--- src/source/accel_pkg.sv ---
/*
  Shared sizes, AXI channel structs and FSM types for the 4x4 matmul accelerator.
  Matrices are fixed at 4x4 signed 32-bit, one 16-beat burst per matrix.
  AXI error responses are carried but never acted on.
*/
package accel_pkg;

    // array and element sizes
    localparam int SA_WIDTH      = 4;
    localparam int DW            = 32;
    localparam int ACC_W         = 2 * DW + 1;
    localparam int BUF_AW        = 2;
    localparam int BUF_DW        = 128;
    localparam int BURST_BEATS   = 16;
    localparam int MM_DRAIN_CYC  = 2 * SA_WIDTH - 1;

    // fixed AXI attributes, 4-byte beats
    localparam logic [7:0] AXI_LEN  = 8'(BURST_BEATS - 1);
    localparam logic [2:0] AXI_SIZE = 3'd2;
    localparam logic       ID_A     = 1'b0;
    localparam logic       ID_B     = 1'b1;

    typedef logic signed [DW-1:0]    elem_t;
    typedef logic signed [ACC_W-1:0] acc_t;
    typedef logic [31:0]             addr_t;
    typedef logic [BUF_DW-1:0]       buf_row_t;

    typedef enum logic [1:0] {
        BURST_FIXED = 2'd0,
        BURST_INCR  = 2'd1,
        BURST_WRAP  = 2'd2
    } axi_burst_e;

    typedef struct packed {
        logic       arvalid;
        logic       arid;
        addr_t      araddr;
        logic [7:0] arlen;
        logic [2:0] arsize;
        axi_burst_e arburst;
    } axi_ar_t;

    typedef struct packed {
        logic       rvalid;
        logic       rid;
        logic [31:0] rdata;
        logic [1:0] rresp;
        logic       rlast;
    } axi_r_t;

    typedef struct packed {
        logic       awvalid;
        logic       awid;
        addr_t      awaddr;
        logic [7:0] awlen;
        logic [2:0] awsize;
        axi_burst_e awburst;
    } axi_aw_t;

    typedef struct packed {
        logic        wvalid;
        logic [31:0] wdata;
        logic [3:0]  wstrb;
        logic        wlast;
    } axi_w_t;

    typedef struct packed {
        logic       bvalid;
        logic       bid;
        logic [1:0] bresp;
    } axi_b_t;

    // write request into an operand buffer
    typedef struct packed {
        logic                wren;
        logic [BUF_AW-1:0]   waddr;
        logic [BUF_DW/8-1:0] wbyteen;
        buf_row_t            wdata;
    } buf_wr_t;

    typedef enum logic [2:0] {
        IDLE, ADDR_A, ADDR_B, LOAD, WAIT_MM, ADDR_C, WRITE_C, WAIT_B
    } dma_state_e;

    // prefixed to keep apart from the DMA labels
    typedef enum logic [1:0] {
        MM_IDLE, MM_FEED, MM_DRAIN
    } mm_state_e;

endpackage

--- src/source/operand_buffer.sv ---
/*
  Four-row operand memory with byte enables and a registered read port.
  Contents are undefined until written.
*/
`timescale 1ns/1ps

module operand_buffer
    import accel_pkg::*;
(
    input  logic              clk,
    input  buf_wr_t           wr_i,
    input  logic [BUF_AW-1:0] raddr_i,
    output buf_row_t          rdata_o
);

    buf_row_t mem [2**BUF_AW];

    always_ff @(posedge clk) begin
        if (wr_i.wren) begin
            for (int b = 0; b < BUF_DW / 8; b++) begin
                if (wr_i.wbyteen[b]) begin
                    mem[wr_i.waddr][b*8 +: 8] <= wr_i.wdata[b*8 +: 8];
                end
            end
        end
    end

    // one cycle read latency
    always_ff @(posedge clk) begin
        rdata_o <= mem[raddr_i];
    end

endmodule

--- config.mk ---
export PLATFORM = sky130hd
export DESIGN_NAME = operand_buffer
export DESIGN_NICKNAME = d
export VERILOG_FILES = /design/src/source/accel_pkg.sv /design/src/source/operand_buffer.sv
export SDC_FILE = /design/constraint.sdc
export NUM_CORES = 1
export LEC_CHECK = 0
export BUFFER_PORTS_ARGS = -buffer_cell sky130_fd_sc_hd__buf_2
export CORE_MARGIN = 1
export CORE_UTILIZATION = 35
export CTS_BUF_LIST = sky130_fd_sc_hd__clkbuf_8
export CTS_CLUSTER_SIZE = 16
export DETAILED_ROUTE_END_ITERATION = 10
export GPL_TIMING_DRIVEN = 0
export PLACE_DENSITY_LB_ADDON = 0.2
export SLEW_MARGIN = 20
export SYNTH_ARGS = -nofsm -noshare
export SYNTH_HDL_FRONTEND = slang
export SYNTH_SLANG_ARGS = --single-unit
--- constraint.sdc ---
create_clock -name clk -period 4 [get_ports clk]
set_input_delay 0.2 -clock clk [delete_from_list [all_inputs] [get_ports clk]]
set_output_delay 0.2 -clock clk [all_outputs]
set_load 0.01 [all_outputs]
### Word level (Yosys, flattened, before mapping)

Memory sizes are Yosys's and may differ from the RTL's. A register that Yosys moved wholly into a read port is not among the register bits.
Cells that the tools add are included.

| storage, ports and cells | value |
|---|---|
| bits in read-only memories | 0 |
| output and inout port bits | 128 |
| bits in writable memories | 512 |
| memories kept | 1 |
| input port bits | 150 |
| latch bits | 0 |
| bits in registers | 0 |
| logic and storage cells | 49 |

| cells by class | value |
|---|---|
| bitwise gates (word level) | 0 |
| magnitude comparators | 0 |
| div/mod/pow operators | 0 |
| reductions and logical operators | 0 |
| multipliers | 0 |
| eq/ne operators | 0 |
| shift-type cells | 0 |
| mux-type cells | 48 |
| add/sub/neg operators | 0 |

Memories:

| memory | depth | bits a word | rd ports | clocked after memory_dff | write ports | line | RTL |
|---|---|---|---|---|---|---|---|
| mem | 4 | 128 | 1 | 1 | 1 | operand_buffer.sv:16 | `buf_row_t mem [2**BUF_AW];` |

Operators with widths:

| kind | number |
|---|---|
| 1-bit two-way mux | 48 |

### Longest topological paths before layout

| logic depth | value |
|---|---|
| depth after elaboration | 3 |
| gate-level depth with buffers | 3 |
| mapped depth without buffers | 1 |

### Worst setup path before layout

Ideal clock, no wire load.

| timing | value |
|---|---|
| kind | input to register |
| start | input port wr_i[145] in the netlist's numbering |
| end | memory mem[0][100] in the netlist's numbering, enable pin |
| stages on the path | 3 |
| setup slack | 2.088 ns |
| buffers on the path | 2 |
| data required time | 3.605 ns |
| data arrival time | 1.517 ns |
| setup time | 0.395 ns |
| cell sequence | clkbuf_1 -> clkbuf_1 -> nor4bb_1 |

RTL lines:

| element | line | RTL |
|---|---|---|
| start: declaration | operand_buffer.sv:11 | `input buf_wr_t wr_i,` |
| end: declaration | operand_buffer.sv:16 |  |

Straight into the memory's write port.

### Worst setup path in the final report

| timing | value |
|---|---|
| start | input port wr_i[146] in the netlist's numbering |
| end | memory mem[0][20] in the netlist's numbering, enable pin |

| on the way | value |
|---|---|
| word-level cells in the longest chain between the ends | 2 |

RTL lines:

| element | line | RTL |
|---|---|---|
| 1-bit two-way mux | operand_buffer.sv:19 | `if (wr_i.wren) begin` |
| 1-bit two-way mux (implied by the code) | operand_buffer.sv:22 | `mem[wr_i.waddr][b*8 +: 8] <= wr_i.wdata[b*8 +: 8];` |

Every way passes these cells.

==> results.tsv <==
metric	value	unit
outcome	completed	
vias	10660	
hold_violations	0	
cp_max_fo	10	
drc_errors	0	
setup.worst_path.start_class	input port	
required	4.38	ns
drt_wl_total	50.16	mm
yosysWarnings	0	
syn_area	21830	um2
fmax	532.0	MHz
rsz0062_at_grt	false	
num_rows	91	
fin_ws	2.120	ns
syn_to_final_growth	28.48	%
dpl_worst_slack	1.320	ns
hold_class	input port to flop	
relSlewSlack	31.06	%
worstSetupPathType	input port to flop	
synth_nets	1031	
maxCapViolCount	0	
hpwl	32.44	mm
synthCells	881	
tns	0	ns
synthDistinctLibCells	10	
tightest_slew	1.034	ns
die_x	251.8	um
final_cell_mix	512 x edfxtp_1, 286 x buf_2, 147 x dlygate4sd3_1	
cts_buffers	104	
wire_per_inst	21.48	um
diodes	0	
place_congestion	0.7136	
seq_area	17940	um2
start_util	35.38	%
clock_skew	0.02046	ns
routed_via_density	4.563	
cts_tree	done	
antenna_found_initial	5	
fin_nets	1557	
cts_root_buffer	clkbuf_8	
avgSynthCellArea	24.78	um2
ys_ff_latch	640	
power_density	499.2	nW/um2
finalCritPeriodShare	46.99	%
nFillCells	5371	
track_usage	16.10	%
multiInputGateArea	3735	um2
cts.path.max_buffers	3	
die_h	251.8	um
drt-initial-drc-count	480	
cts_max_level	3	
layout-drive-gt1-share	39.45	%
insertion_delay	0.68	ns
ioPinCount	278	
clock-sinks	640	
setup.worst_path.end_class	flop	
finalSetupViolations	0	
grt_pass1_vias	11860	
p_total	14.00	mW
arrival	2.26	ns
core_area	61710	um2
finalMaxSlewViolations	0	
grt_max_degree	15	
ir_drop	0.2915	mV
antenna_left	0	
cts_resized	0	
grt_overflow_total	0	
final_common_cell	edfxtp_1	
grt_pass1_wl	74.11	mm
path_clk_slew	0.06	ns
io_buffers	272	
finalCriticalPeriod	1.880	ns
synth_seq_area_share	82.15	%
die-area	63390	um2
drtPass1Iterations	4	
leakagePower	10.11	nW
postCtsSetupBuffers	0	
## logic make-up (layout without fill, tap and decap cells)
group / count (synthesis) / in the layout / share of synthesized area (%)
buffers and inverters: 49 / 666 / 1.805
and+or+nand+nor: 64 / 64 / 2.842
DFF: 640 / 640 / 82.15
muxes: 128 / 128 / 13.20
## final timing paths
check	slack (ns)	start	cells after the start	end
worst max-delay path	2.12	wr_i[146]	4	mem[0][20]
worst min-delay path	0.11	wr_i[146]	2	mem[0][103]
worst max register to register	2.52	mem[3][3]	2	rdata_o[3]
worst min register to register	0.54	mem[0][25]	1	rdata_o[25]
## power by group
group	internal (mW)	switching (mW)	total [mW]	leakage [nW]
registers	7.47	0.0705	7.54	5.73
logic	0.438	0.447	0.885	3.14
clock network	3.01	2.57	5.58	1.24
total	10.9	3.09	14.0	10.1
## routing by layer
metal	GRT usage, %	part of all wire (%)
met5	0	0.15
met1	19.75	41
met2	26.60	49
met3	5.086	6.7
met4	6.147	2.7
## metrics by stage
stage	hold slack (ns)	util, %	instances	area [um2]
after floorplan	0.2989	-	881	21830
after global placement	0.4122	39.28	1990	24240
after detailed placement	0.4180	39.68	1991	24480
after CTS	0.05855	45.46	2335	28050
after global routing	0.07147	45.46	2335	28050
final	0.1069	45.46	2335	28050
## sequential cells by signal (all words and copies together) (netlist names)
name     cells
rdata_o    128
mem        512
## synth_stat cells
cell      number  area, um2
edfxtp_1     512      15370
dfxtp_1      128       2562
mux4_2       128       2883
and4b_1       32      320.3
clkbuf_1      21      78.83
and4_1        16      140.1
nor4bb_1      16      160.2
buf_2         14      70.07
buf_12        10      200.2
buf_6          4      45.04
## cell type report
type | count | share of cell area, %
buffer | 49 | 1.414
clock buffer | 120 | 5.887
clock inverter | 77 | 1.588
multi-input combinational | 192 | 13.31
sequential | 640 | 63.94
tap | 837 | 3.733
timing repair buffer | 420 | 10.12
## worst max-delay path: stages
cell	delay, ns
buf_2	0.21
clkbuf_1	0.80
nor4bb_2	0.78
buf_4	0.26
## repair_timing
item | 4_1_cts | 5_1_grt
endpoints found under the hold margin | 644 | 0
hold buffers | 147 | 0
endpoints found under the setup margin | 0 | 0
(Power assumes the default switching activity.)
